`src/logic/btc_pkg.sv`:
```
//------------------------------------------------
// code geometry for the BTC product encoder
// mode enums, width typedefs and the length
// functions shared by the sequencer and the bus side
// referenced by scoped names only
//------------------------------------------------

package btc_pkg;

  // default word width and frame address split
  localparam int cDAT_W  = 8;
  localparam int cCOL_W  = 3;
  localparam int cROW_W  = 4;
  localparam int cADDR_W = cROW_W + cCOL_W;

  typedef logic [cDAT_W-1:0] btc_word_t;
  typedef logic [cCOL_W-1:0] btc_col_t;
  typedef logic [cROW_W-1:0] btc_row_t;

  // code row length in words
  typedef enum logic [1:0] {
    cX2,
    cX4,
    cX8
  } btc_xmode_t;

  // code column length in rows
  typedef enum logic [1:0] {
    cY4,
    cY8,
    cY16
  } btc_ymode_t;

  // words per code row, parity word included
  function automatic logic [3:0] get_code_words(btc_xmode_t xmode);
    case (xmode)
      cX2     : return 4'd2;
      cX4     : return 4'd4;
      // unused encoding falls back to the widest row
      default : return 4'd8;
    endcase
  endfunction

  // rows per code column, parity row included
  function automatic logic [4:0] get_code_rows(btc_ymode_t ymode);
    case (ymode)
      cY4     : return 5'd4;
      cY8     : return 5'd8;
      default : return 5'd16;
    endcase
  endfunction

endpackage

```
`src/logic/btc_regs_pkg.sv`:
```
//------------------------------------------------
// register map of the BTC encoder host port
// Wishbone address fields, register offsets and
// control and status bit positions
//------------------------------------------------

package btc_regs_pkg;

  typedef logic [7:0] wb_adr_t;

  // address bit 7 opens the frame window
  localparam int cFRAME_BIT = 7;

  // register offsets with the window bit clear
  localparam wb_adr_t cREG_CTRL   = 8'h00;
  localparam wb_adr_t cREG_STATUS = 8'h01;

  // control register
  localparam int cMODE_W     = 2;
  localparam int cCTRL_XMODE = 0;
  localparam int cCTRL_YMODE = 2;
  // write one to launch, reads back as 0
  localparam int cCTRL_START = 4;

  // status register
  localparam int cSTAT_BUSY = 0;
  localparam int cSTAT_DONE = 1;

endpackage

```
`src/logic/btc_enc_ctrl.sv`:
```
//------------------------------------------------
// BTC encoder sequencer
// walks the frame buffer once by rows and then by
// columns, driving read address and framing flags
// for the SPC accumulator
// waits on the accumulator between passes
//------------------------------------------------

`timescale 1ns/1ns

module btc_enc_ctrl #(
  parameter int pADDR_W = 7
) (
  input  logic                    iclk,
  input  logic                    ireset,
  input  logic                    start,
  input  btc_pkg::btc_xmode_t     xmode,
  input  btc_pkg::btc_ymode_t     ymode,
  output logic                    busy,
  output logic                    done,
  output logic [pADDR_W-1:0]      buf_addr,
  output logic                    row_mode,
  output logic                    enc_sop,
  output logic                    enc_eop,
  output logic                    enc_val,
  input  logic                    enc_busy
);

  typedef enum logic [2:0] {
    cRESET_STATE,
    cWAIT_STATE,
    cDO_ROW_STATE,
    cWAIT_ROW_STATE,
    cDO_COL_STATE,
    cWAIT_COL_STATE,
    cDONE_STATE
  } state_t;

  state_t state;

  btc_pkg::btc_col_t col_idx;
  btc_pkg::btc_col_t col_nxt;
  btc_pkg::btc_row_t row_idx;
  btc_pkg::btc_row_t row_nxt;
  logic              col_last;
  logic              row_last;

  // last indices for the current mode
  btc_pkg::btc_col_t data_col_max;
  btc_pkg::btc_col_t code_col_max;
  btc_pkg::btc_row_t data_row_max;

  //------------------------------------------------
  // frame geometry
  //------------------------------------------------

  // last data column, parity sits one further
  assign data_col_max = btc_pkg::btc_col_t'(btc_pkg::get_code_words(xmode) - 4'd2);
  // column pass also covers the parity column
  assign code_col_max = btc_pkg::btc_col_t'(btc_pkg::get_code_words(xmode) - 4'd1);
  // only data rows are read in both passes
  assign data_row_max = btc_pkg::btc_row_t'(btc_pkg::get_code_rows(ymode) - 5'd2);

  //------------------------------------------------
  // FSM
  //------------------------------------------------

  always_ff @(posedge iclk or posedge ireset) begin
    if (ireset) begin
      state <= cRESET_STATE;
    end else begin
      case (state)
        cRESET_STATE    : state <= cWAIT_STATE;
        cWAIT_STATE     : state <= start ? cDO_ROW_STATE : cWAIT_STATE;
        // leave after the last data word of the last data row
        cDO_ROW_STATE   : state <= (col_last & row_last) ? cWAIT_ROW_STATE : cDO_ROW_STATE;
        // row parity must land before the columns read it
        cWAIT_ROW_STATE : state <= enc_busy ? cWAIT_ROW_STATE : cDO_COL_STATE;
        cDO_COL_STATE   : state <= (col_last & row_last) ? cWAIT_COL_STATE : cDO_COL_STATE;
        cWAIT_COL_STATE : state <= enc_busy ? cWAIT_COL_STATE : cDONE_STATE;
        cDONE_STATE     : state <= cWAIT_STATE;
        default         : state <= cRESET_STATE;
      endcase
    end
  end

  //------------------------------------------------
  // frame counters
  //------------------------------------------------

  // wrap to zero after the flagged last index
  assign col_nxt = col_last ? '0 : col_idx + 1'b1;
  assign row_nxt = row_last ? '0 : row_idx + 1'b1;

  // last flags are registered one step ahead of the index
  always_ff @(posedge iclk or posedge ireset) begin
    if (ireset) begin
      col_idx  <= '0;
      row_idx  <= '0;
      col_last <= 1'b0;
      row_last <= 1'b0;
    end else begin
      case (state)
        // prepare the row pass
        cWAIT_STATE : begin
          col_idx  <= '0;
          row_idx  <= '0;
          col_last <= (data_col_max == '0);
          row_last <= (data_row_max == '0);
        end
        // column index inner, data columns only
        cDO_ROW_STATE : begin
          col_idx  <= col_nxt;
          col_last <= (col_nxt == data_col_max);
          if (col_last) begin
            row_idx  <= row_nxt;
            row_last <= (row_nxt == data_row_max);
          end
        end
        // prepare the column pass
        cWAIT_ROW_STATE : begin
          col_idx  <= '0;
          row_idx  <= '0;
          col_last <= (code_col_max == '0);
          row_last <= (data_row_max == '0);
        end
        // row index inner, all code columns
        cDO_COL_STATE : begin
          row_idx  <= row_nxt;
          row_last <= (row_nxt == data_row_max);
          if (row_last) begin
            col_idx  <= col_nxt;
            col_last <= (col_nxt == code_col_max);
          end
        end
        default : begin
        end
      endcase
    end
  end

  //------------------------------------------------
  // outputs
  //------------------------------------------------

  assign buf_addr = pADDR_W'({row_idx, col_idx});

  // wait row state keeps the mode for the last parity write
  assign row_mode = (state == cDO_ROW_STATE) | (state == cWAIT_ROW_STATE);

  assign enc_val = (state == cDO_ROW_STATE) | (state == cDO_COL_STATE);
  assign enc_sop = row_mode ? (col_idx == '0) : (row_idx == '0);
  assign enc_eop = row_mode ? col_last : row_last;

  assign busy = (state != cRESET_STATE) & (state != cWAIT_STATE);
  assign done = (state == cDONE_STATE);

endmodule

```
`src/logic/btc_enc_top.sv`:
```
//------------------------------------------------
// BTC product encoder top level
// host loads a frame over Wishbone, sets the modes
// and start, polls status and reads the coded frame
//------------------------------------------------

`timescale 1ns/1ns

module btc_enc_top #(
  parameter int pDAT_W  = btc_pkg::cDAT_W,
  parameter int pADDR_W = btc_pkg::cADDR_W
) (
  input  logic                  iclk,
  input  logic                  ireset,
  input  logic                  wb_cyc,
  input  logic                  wb_stb,
  input  logic                  wb_we,
  input  btc_regs_pkg::wb_adr_t wb_adr,
  input  btc_pkg::btc_word_t    wb_dat_w,
  output btc_pkg::btc_word_t    wb_dat_r,
  output logic                  wb_ack
);

  // register block and sequencer
  logic                start;
  logic                busy;
  logic                done;
  btc_pkg::btc_xmode_t xmode;
  btc_pkg::btc_ymode_t ymode;

  // host port of the memory
  logic                host_we;
  logic [pADDR_W-1:0]  host_addr;
  btc_pkg::btc_word_t  host_wdata;
  btc_pkg::btc_word_t  host_rdata;

  // encoder path
  logic [pADDR_W-1:0]  buf_addr;
  logic                row_mode;
  logic                enc_sop;
  logic                enc_eop;
  logic                enc_val;
  logic                enc_busy;
  logic [pDAT_W-1:0]   enc_rdata;
  logic                par_we;
  logic [pADDR_W-1:0]  par_addr;
  logic [pDAT_W-1:0]   par_data;

  btc_wb_regs #(
    .pADDR_W (pADDR_W)
  ) u_regs (
    .iclk       (iclk),
    .ireset     (ireset),
    .wb_cyc     (wb_cyc),
    .wb_stb     (wb_stb),
    .wb_we      (wb_we),
    .wb_adr     (wb_adr),
    .wb_dat_w   (wb_dat_w),
    .wb_dat_r   (wb_dat_r),
    .wb_ack     (wb_ack),
    .start      (start),
    .xmode      (xmode),
    .ymode      (ymode),
    .busy       (busy),
    .done       (done),
    .host_we    (host_we),
    .host_addr  (host_addr),
    .host_wdata (host_wdata),
    .host_rdata (host_rdata)
  );

  btc_enc_ctrl #(
    .pADDR_W (pADDR_W)
  ) u_ctrl (
    .iclk     (iclk),
    .ireset   (ireset),
    .start    (start),
    .xmode    (xmode),
    .ymode    (ymode),
    .busy     (busy),
    .done     (done),
    .buf_addr (buf_addr),
    .row_mode (row_mode),
    .enc_sop  (enc_sop),
    .enc_eop  (enc_eop),
    .enc_val  (enc_val),
    .enc_busy (enc_busy)
  );

  btc_spc_enc #(
    .pDAT_W  (pDAT_W),
    .pADDR_W (pADDR_W)
  ) u_spc (
    .iclk      (iclk),
    .ireset    (ireset),
    .buf_addr  (buf_addr),
    .row_mode  (row_mode),
    .enc_sop   (enc_sop),
    .enc_eop   (enc_eop),
    .enc_val   (enc_val),
    .enc_rdata (enc_rdata),
    .enc_busy  (enc_busy),
    .par_we    (par_we),
    .par_addr  (par_addr),
    .par_data  (par_data)
  );

  // in place encoding, parity lands in the same buffer
  btc_frame_ram #(
    .pDAT_W  (pDAT_W),
    .pADDR_W (pADDR_W)
  ) u_ram (
    .iclk       (iclk),
    .host_we    (host_we),
    .host_addr  (host_addr),
    .host_wdata (host_wdata),
    .host_rdata (host_rdata),
    .enc_raddr  (buf_addr),
    .enc_rdata  (enc_rdata),
    .par_we     (par_we),
    .par_addr   (par_addr),
    .par_data   (par_data)
  );

endmodule

```
`src/logic/btc_frame_ram.sv`:
```
//------------------------------------------------
// frame buffer of the BTC encoder
// one write port shared by host and parity writer,
// registered reads for host and sequencer
//------------------------------------------------

`timescale 1ns/1ns

module btc_frame_ram #(
  parameter int pDAT_W  = 8,
  parameter int pADDR_W = 7
) (
  input  logic               iclk,
  input  logic               host_we,
  input  logic [pADDR_W-1:0] host_addr,
  input  logic [pDAT_W-1:0]  host_wdata,
  output logic [pDAT_W-1:0]  host_rdata,
  input  logic [pADDR_W-1:0] enc_raddr,
  output logic [pDAT_W-1:0]  enc_rdata,
  input  logic               par_we,
  input  logic [pADDR_W-1:0] par_addr,
  input  logic [pDAT_W-1:0]  par_data
);

  logic [pDAT_W-1:0] mem [2**pADDR_W];

  // parity writer first
  // host writes are already blocked while encoding
  always_ff @(posedge iclk) begin
    if (par_we) begin
      mem[par_addr] <= par_data;
    end else if (host_we) begin
      mem[host_addr] <= host_wdata;
    end
  end

  // one cycle read latency on both ports
  always_ff @(posedge iclk) begin
    host_rdata <= mem[host_addr];
    enc_rdata  <= mem[enc_raddr];
  end

endmodule

```
`src/logic/btc_spc_enc.sv`:
```
//------------------------------------------------
// single parity check accumulator
// lines the sequencer flags up with the frame
// memory read data, XORs one code line and writes
// the parity word right after its last data word
//------------------------------------------------

`timescale 1ns/1ns

module btc_spc_enc #(
  parameter int pDAT_W  = 8,
  parameter int pADDR_W = 7
) (
  input  logic               iclk,
  input  logic               ireset,
  input  logic [pADDR_W-1:0] buf_addr,
  input  logic               row_mode,
  input  logic               enc_sop,
  input  logic               enc_eop,
  input  logic               enc_val,
  input  logic [pDAT_W-1:0]  enc_rdata,
  output logic               enc_busy,
  output logic               par_we,
  output logic [pADDR_W-1:0] par_addr,
  output logic [pDAT_W-1:0]  par_data
);

  // next word in a row, next row in a column
  localparam logic [pADDR_W-1:0] cCOL_STEP = pADDR_W'(1);
  localparam logic [pADDR_W-1:0] cROW_STEP = pADDR_W'(1) << btc_pkg::cCOL_W;

  logic               val_q;
  logic               sop_q;
  logic               eop_q;
  logic [pADDR_W-1:0] addr_q;
  logic [pDAT_W-1:0]  acc;

  //------------------------------------------------
  // memory latency stage
  //------------------------------------------------

  always_ff @(posedge iclk or posedge ireset) begin
    if (ireset) begin
      val_q <= 1'b0;
      sop_q <= 1'b0;
      eop_q <= 1'b0;
    end else begin
      val_q <= enc_val;
      sop_q <= enc_sop;
      eop_q <= enc_eop;
    end
  end

  // running sum, restarted by sop
  always_ff @(posedge iclk) begin
    addr_q <= buf_addr;
    if (val_q) begin
      acc <= par_data;
    end
  end

  //------------------------------------------------
  // parity write
  //------------------------------------------------

  assign par_data = (sop_q ? '0 : acc) ^ enc_rdata;
  assign par_we   = val_q & eop_q;
  assign par_addr = addr_q + (row_mode ? cCOL_STEP : cROW_STEP);

  // the parity write goes out with the last registered word,
  // so nothing is left once val_q drops
  assign enc_busy = val_q;

endmodule

```
`src/logic/btc_wb_regs.sv`:
```
//------------------------------------------------
// Wishbone classic slave of the BTC encoder
// holds control and status, and maps the frame
// buffer at address bit 7
// ack follows a new request by one clock
//------------------------------------------------

`timescale 1ns/1ns

module btc_wb_regs #(
  parameter int pADDR_W = 7
) (
  input  logic                  iclk,
  input  logic                  ireset,
  input  logic                  wb_cyc,
  input  logic                  wb_stb,
  input  logic                  wb_we,
  input  btc_regs_pkg::wb_adr_t wb_adr,
  input  btc_pkg::btc_word_t    wb_dat_w,
  output btc_pkg::btc_word_t    wb_dat_r,
  output logic                  wb_ack,
  output logic                  start,
  output btc_pkg::btc_xmode_t   xmode,
  output btc_pkg::btc_ymode_t   ymode,
  input  logic                  busy,
  input  logic                  done,
  output logic                  host_we,
  output logic [pADDR_W-1:0]    host_addr,
  output btc_pkg::btc_word_t    host_wdata,
  input  btc_pkg::btc_word_t    host_rdata
);

  logic               req;
  logic               sel_frame;
  logic               ctrl_wr;
  logic               done_sticky;
  logic               frame_rd_q;
  logic               rd_zero_q;
  btc_pkg::btc_word_t ctrl_word;
  btc_pkg::btc_word_t stat_word;
  btc_pkg::btc_word_t reg_rdata;

  //------------------------------------------------
  // address decode
  //------------------------------------------------

  // new request only while ack is low
  assign req       = wb_cyc & wb_stb & ~wb_ack;
  assign sel_frame = wb_adr[btc_regs_pkg::cFRAME_BIT];

  // frame window straight into the memory host port
  assign host_addr  = wb_adr[pADDR_W-1:0];
  assign host_wdata = wb_dat_w;
  assign host_we    = req & wb_we & sel_frame & ~busy;

  // mode and start frozen during encoding
  assign ctrl_wr = req & wb_we & (wb_adr == btc_regs_pkg::cREG_CTRL) & ~busy;

  //------------------------------------------------
  // control and status
  //------------------------------------------------

  always_ff @(posedge iclk or posedge ireset) begin
    if (ireset) begin
      wb_ack      <= 1'b0;
      start       <= 1'b0;
      xmode       <= btc_pkg::cX2;
      ymode       <= btc_pkg::cY4;
      done_sticky <= 1'b0;
      frame_rd_q  <= 1'b0;
      rd_zero_q   <= 1'b0;
    end else begin
      wb_ack <= req;
      // start pulse lines up with ack
      start  <= ctrl_wr & wb_dat_w[btc_regs_pkg::cCTRL_START];
      if (ctrl_wr) begin
        xmode <= btc_pkg::btc_xmode_t'(
                   wb_dat_w[btc_regs_pkg::cCTRL_XMODE +: btc_regs_pkg::cMODE_W]);
        ymode <= btc_pkg::btc_ymode_t'(
                   wb_dat_w[btc_regs_pkg::cCTRL_YMODE +: btc_regs_pkg::cMODE_W]);
      end
      // sticky until the next launch
      if (done) begin
        done_sticky <= 1'b1;
      end else if (start) begin
        done_sticky <= 1'b0;
      end
      if (req) begin
        frame_rd_q <= sel_frame;
        rd_zero_q  <= busy;
      end
    end
  end

  //------------------------------------------------
  // read back
  //------------------------------------------------

  always_comb begin
    ctrl_word = '0;
    ctrl_word[btc_regs_pkg::cCTRL_XMODE +: btc_regs_pkg::cMODE_W] = xmode;
    ctrl_word[btc_regs_pkg::cCTRL_YMODE +: btc_regs_pkg::cMODE_W] = ymode;
    stat_word = '0;
    stat_word[btc_regs_pkg::cSTAT_BUSY] = busy;
    stat_word[btc_regs_pkg::cSTAT_DONE] = done_sticky;
  end

  always_ff @(posedge iclk) begin
    if (req) begin
      case (wb_adr)
        btc_regs_pkg::cREG_CTRL   : reg_rdata <= ctrl_word;
        btc_regs_pkg::cREG_STATUS : reg_rdata <= stat_word;
        default                   : reg_rdata <= '0;
      endcase
    end
  end

  // frame data comes from the memory one clock later, zero while encoding
  assign wb_dat_r = frame_rd_q ? (rd_zero_q ? '0 : host_rdata) : reg_rdata;

endmodule

```
`config.mk`:
```
export PLATFORM = sky130hd
export DESIGN_NAME = btc_enc_top
export DESIGN_NICKNAME = d
export VERILOG_FILES = /design/src/logic/btc_pkg.sv /design/src/logic/btc_regs_pkg.sv /design/src/logic/btc_enc_ctrl.sv /design/src/logic/btc_enc_top.sv /design/src/logic/btc_frame_ram.sv /design/src/logic/btc_spc_enc.sv /design/src/logic/btc_wb_regs.sv
export SDC_FILE = /design/constraint.sdc
export NUM_CORES = 2
export LEC_CHECK = 0
export ABC_AREA = 1
export BUFFER_PORTS_ARGS = -buffer_cell sky130_fd_sc_hd__clkbuf_2
export CORE_UTILIZATION = 33
export CTS_BUF_LIST = sky130_fd_sc_hd__clkbuf_8 sky130_fd_sc_hd__clkbuf_16
export CTS_CLUSTER_SIZE = 14
export DETAILED_ROUTE_END_ITERATION = 6
export PLACE_DENSITY = 0.56
export SLEW_MARGIN = 0
export SYNTH_ARGS = -nofsm -noshare
export SYNTH_HDL_FRONTEND = slang
export SYNTH_HIERARCHICAL = 1
export SYNTH_SLANG_ARGS = --single-unit
export TNS_END_PERCENT = 20
```
`constraint.sdc`:
```
create_clock -name iclk -period 4 [get_ports iclk]
set_input_delay 0.4 -clock iclk [delete_from_list [all_inputs] [get_ports iclk]]
set_output_delay 0.4 -clock iclk [all_outputs]
set_load 0.01 [all_outputs]
```
==> impl_metrics.tcl <==
set metrics [dict create \
    path_class "reg2reg" \
    final_nets 6238 \
    crit_arrival_ns 4.23 \
    yosys-top-cells-area "edfxtp_1 56%, nand3_1 17%, nand2_1 17%" \
    drive_gt1_share_pct 8.65 \
    hold_class "in2reg" \
    finalCriticalPeriod_ns 3.85 \
    fin_worst_skew_ns 0.0364 \
    hold_end "u_regs/reg_rdata[3]" \
    syn_nets 6292 \
    cts.path.max_buffers 3 \
    yosysSeqAreaShare_pct 58.4 \
    fp.dieH_microns 411 \
    max_freq_ghz 0.260 \
    num_vias 47415 \
    hpwl_microns 127000 \
    grt_setup_unrepaired "true" \
    synth-main-ff-cell "edfxtp_1" \
    clock_sinks 1083 \
    final_cells 8501 \
    synthTopCellsByCount "2,483 x nand2_1, 1,886 x nand3_1, 1,036 x edfxtp_1" \
    placed_area_sq_um 58300 \
    drv_cap 0 \
    synthCells 6264 \
    synth_area_sq_um 55100 \
    slew_viol_final 0 \
    antenna_found_initial 2 \
    synth_top_area_share_pct 56.5 \
    grt_max_degree 137 \
    insertion_delay_ns 0.75 \
    regToRegStartpoint "u_ctrl/state[2]" \
    grt_first_pass_wirelength_microns 301000 \
    synth.avg_cell_area_sq_um 8.80 \
    io_buffers 29 \
    cts_setup_buffers 0 \
    clk_pin_slew_ns 0.06 \
    async_flop_share_pct 2.22 \
    tightest_slew_ns 1.07 \
    htree_num_levels 3 \
    core_area_sq_um 165000 \
    grt_pass1_vias 44365 \
    power.density_nw_per_um2 673 \
    rows 149 \
    grt-ovfl-total 0 \
    dp.cells 8272 \
    total_power_mw 42.0 \
    vdd_drop_max_mv 0.856 \
    period_share_pct 96.3 \
    die_area_sq_um 169000 \
    wirelength_microns 207000 \
    first_pass_iters 7 \
    yosysWarnings 6 \
    ys_types 38 \
    ant_nets 0 \
    hold_viol 0 \
    grtUsageTotal_pct 24.0 \
    yosysTopAreaCell "edfxtp_1" \
    reg2regPathDepth 11 \
    r2r_slack_ns 0.15 \
    wire_per_inst_microns 24.4 \
    numCtsBuffers 116 \
    ios 30 \
    synth_edf_count 1036 \
    crit_path_start_kind "flop" \
    yosysMostFrequentCell "nand2_1" \
    relSlewSlack_pct 28.8 \
    syn_to_final_growth_pct 13.1 \
    root_buffer "clkbuf_16" \
    synth-seq-cells 1083 \
    dieWidth_microns 411 \
    via_per_inst 5.58 \
    min_from "wb_cyc" \
    drc_errors 0 \
    first_iter_violations 6882 \
    gp_congestion 0.971 \
    final_core_util_pct 37.7 \
    p_leak_nw 23.9 \
    timing.rr.end "u_ram/mem[94][7]" \
    finalSetupViolations 0 \
    cp-end-kind "flop" \
    cp_max_fo 22 \
    whs_path_depth 3 \
    tns_ns 0 \
    cts_tree "done" \
    fin_area_sq_um 62300 \
    start_util_pct 33.3 \
    outcome "completed" \
    cp.required_ns 4.38 \
]
-- worst max-delay path: stages, from the launching register on --
cell and delay, ns:
dfrtp_1 0.57, inv_1 0.22, nand2_1 0.10, inv_1 0.10, nand2_4 0.08, nor3_1 0.36, nand2_4 0.31, o21ai_2 0.35
inv_2 0.12, nor3_2 0.20, nand2_1 0.41, nor2_1 0.66
-- cells in the final DEF (no fill, tap or decap), drive strengths merged, types with 9 or more instances in the layout --
cell	instances
nand2	2495
nand3	1889
edfxtp	1036
buf	266
nor2	163
clkbuf	153
inv	111
clkinv	50
dfrtp	24
dfxtp	23
o21ai	22
bufinv	13
nor3	11
dlygate4sd3	9
xnor2	9
-- worst max path at each step --
stage	start	endpoint	slack (ns)	cells past startpoint
2_1_floorplan	u_ctrl/state[2]	u_ram/mem[0][0]	0.99	10
3_3_place_gp	u_ctrl/state[2]	u_ram/mem[24][0]	0.23	13
3_5_place_dp	u_ctrl/state[2]	u_ram/mem[112][7]	0.13	11
4_1_cts	u_ctrl/state[2]	u_ram/mem[112][4]	0.13	11
5_1_grt	u_ctrl/state[2]	u_ram/mem[94][7]	-0.08	11
6_report	u_ctrl/state[2]	u_ram/mem[94][7]	0.15	11
-- power by group --
group | switching (mW) | internal [mW]
clock network | 4.74 | 6.47
logic | 11.7 | 3.16
registers | 0.269 | 15.7
total | 16.7 | 25.3
-- timing repair --
action | CTS | global route
setup endpoints to repair | 0 | 32
gates resized for setup | 0 | 2
hold endpoints to repair | 31 | 0
hold buffers | 9 | 0
-- layer usage --
layer / track usage, % / up-vias / part of all wire, % / wire length [microns]
li1: - / 21311 / - / -
met1: 32.2 / 22704 / 40 / 82500
met2: 37.5 / 2921 / 46 / 94600
met3: 4.38 / 477 / 9.9 / 20500
met4: 11.0 / 2 / 4.7 / 9740
met5: 0 / - / 0.0034 / 7
-- per-stage QoR --
stage	setup WS, ns	hold slack, ns
after floorplan	0.995	0.154
final	0.149	0.0674
after CTS	0.126	0.0213
after detailed placement	0.129	0.308
after global routing	-0.0755	0.0650
after global placement	0.229	0.308
-- cells by family (layout without fill, tap and decap cells) --
group                      after synthesis  count (layout)  share of synthesized area, %
and+or+nand+nor                       4568            4568                          35.8
DFF                                   1083            1083                          58.4
buffers and inverters                  559             606                          4.92
AOI/OAI and AO/OA                       28              28                         0.350
xor gates and xnor gates                11              11                         0.175
muxes                                    8               8                         0.164
adders and majority gates                7               7                         0.159
other                                    0               1                             0
-- area by class of cell --
cell class                 count  area [sq um]
timing repair buffer         300          2820
multi-input combinational   4622         20200
antenna                        1          2.50
clock buffer                 128          3140
clock inverter                91           818
tap                         2189          2740
inverter                      87           382
sequential                  1083         32200
fill                       16319        103000
-- state kept, by name (all words and copies together), names as in the netlist --
signal,cells
u_ram/mem,1024
u_ram/enc_rdata,8
u_ram/host_rdata,8
u_spc/acc,8
u_spc/addr_q,7
u_ctrl/row_idx,4
u_regs/reg_rdata,4
u_ctrl/col_idx,3
u_ctrl/state,3
u_regs/xmode,2
u_regs/ymode,2
u_ctrl/col_last,1
u_ctrl/row_last,1
u_regs/done_sticky,1
u_regs/frame_rd_q,1
u_regs/rd_zero_q,1
u_regs/start,1
u_regs/wb_ack,1
u_spc/enc_busy,1
u_spc/eop_q,1
u_spc/sop_q,1
Note: power is estimated with default switching activity, not from simulation.
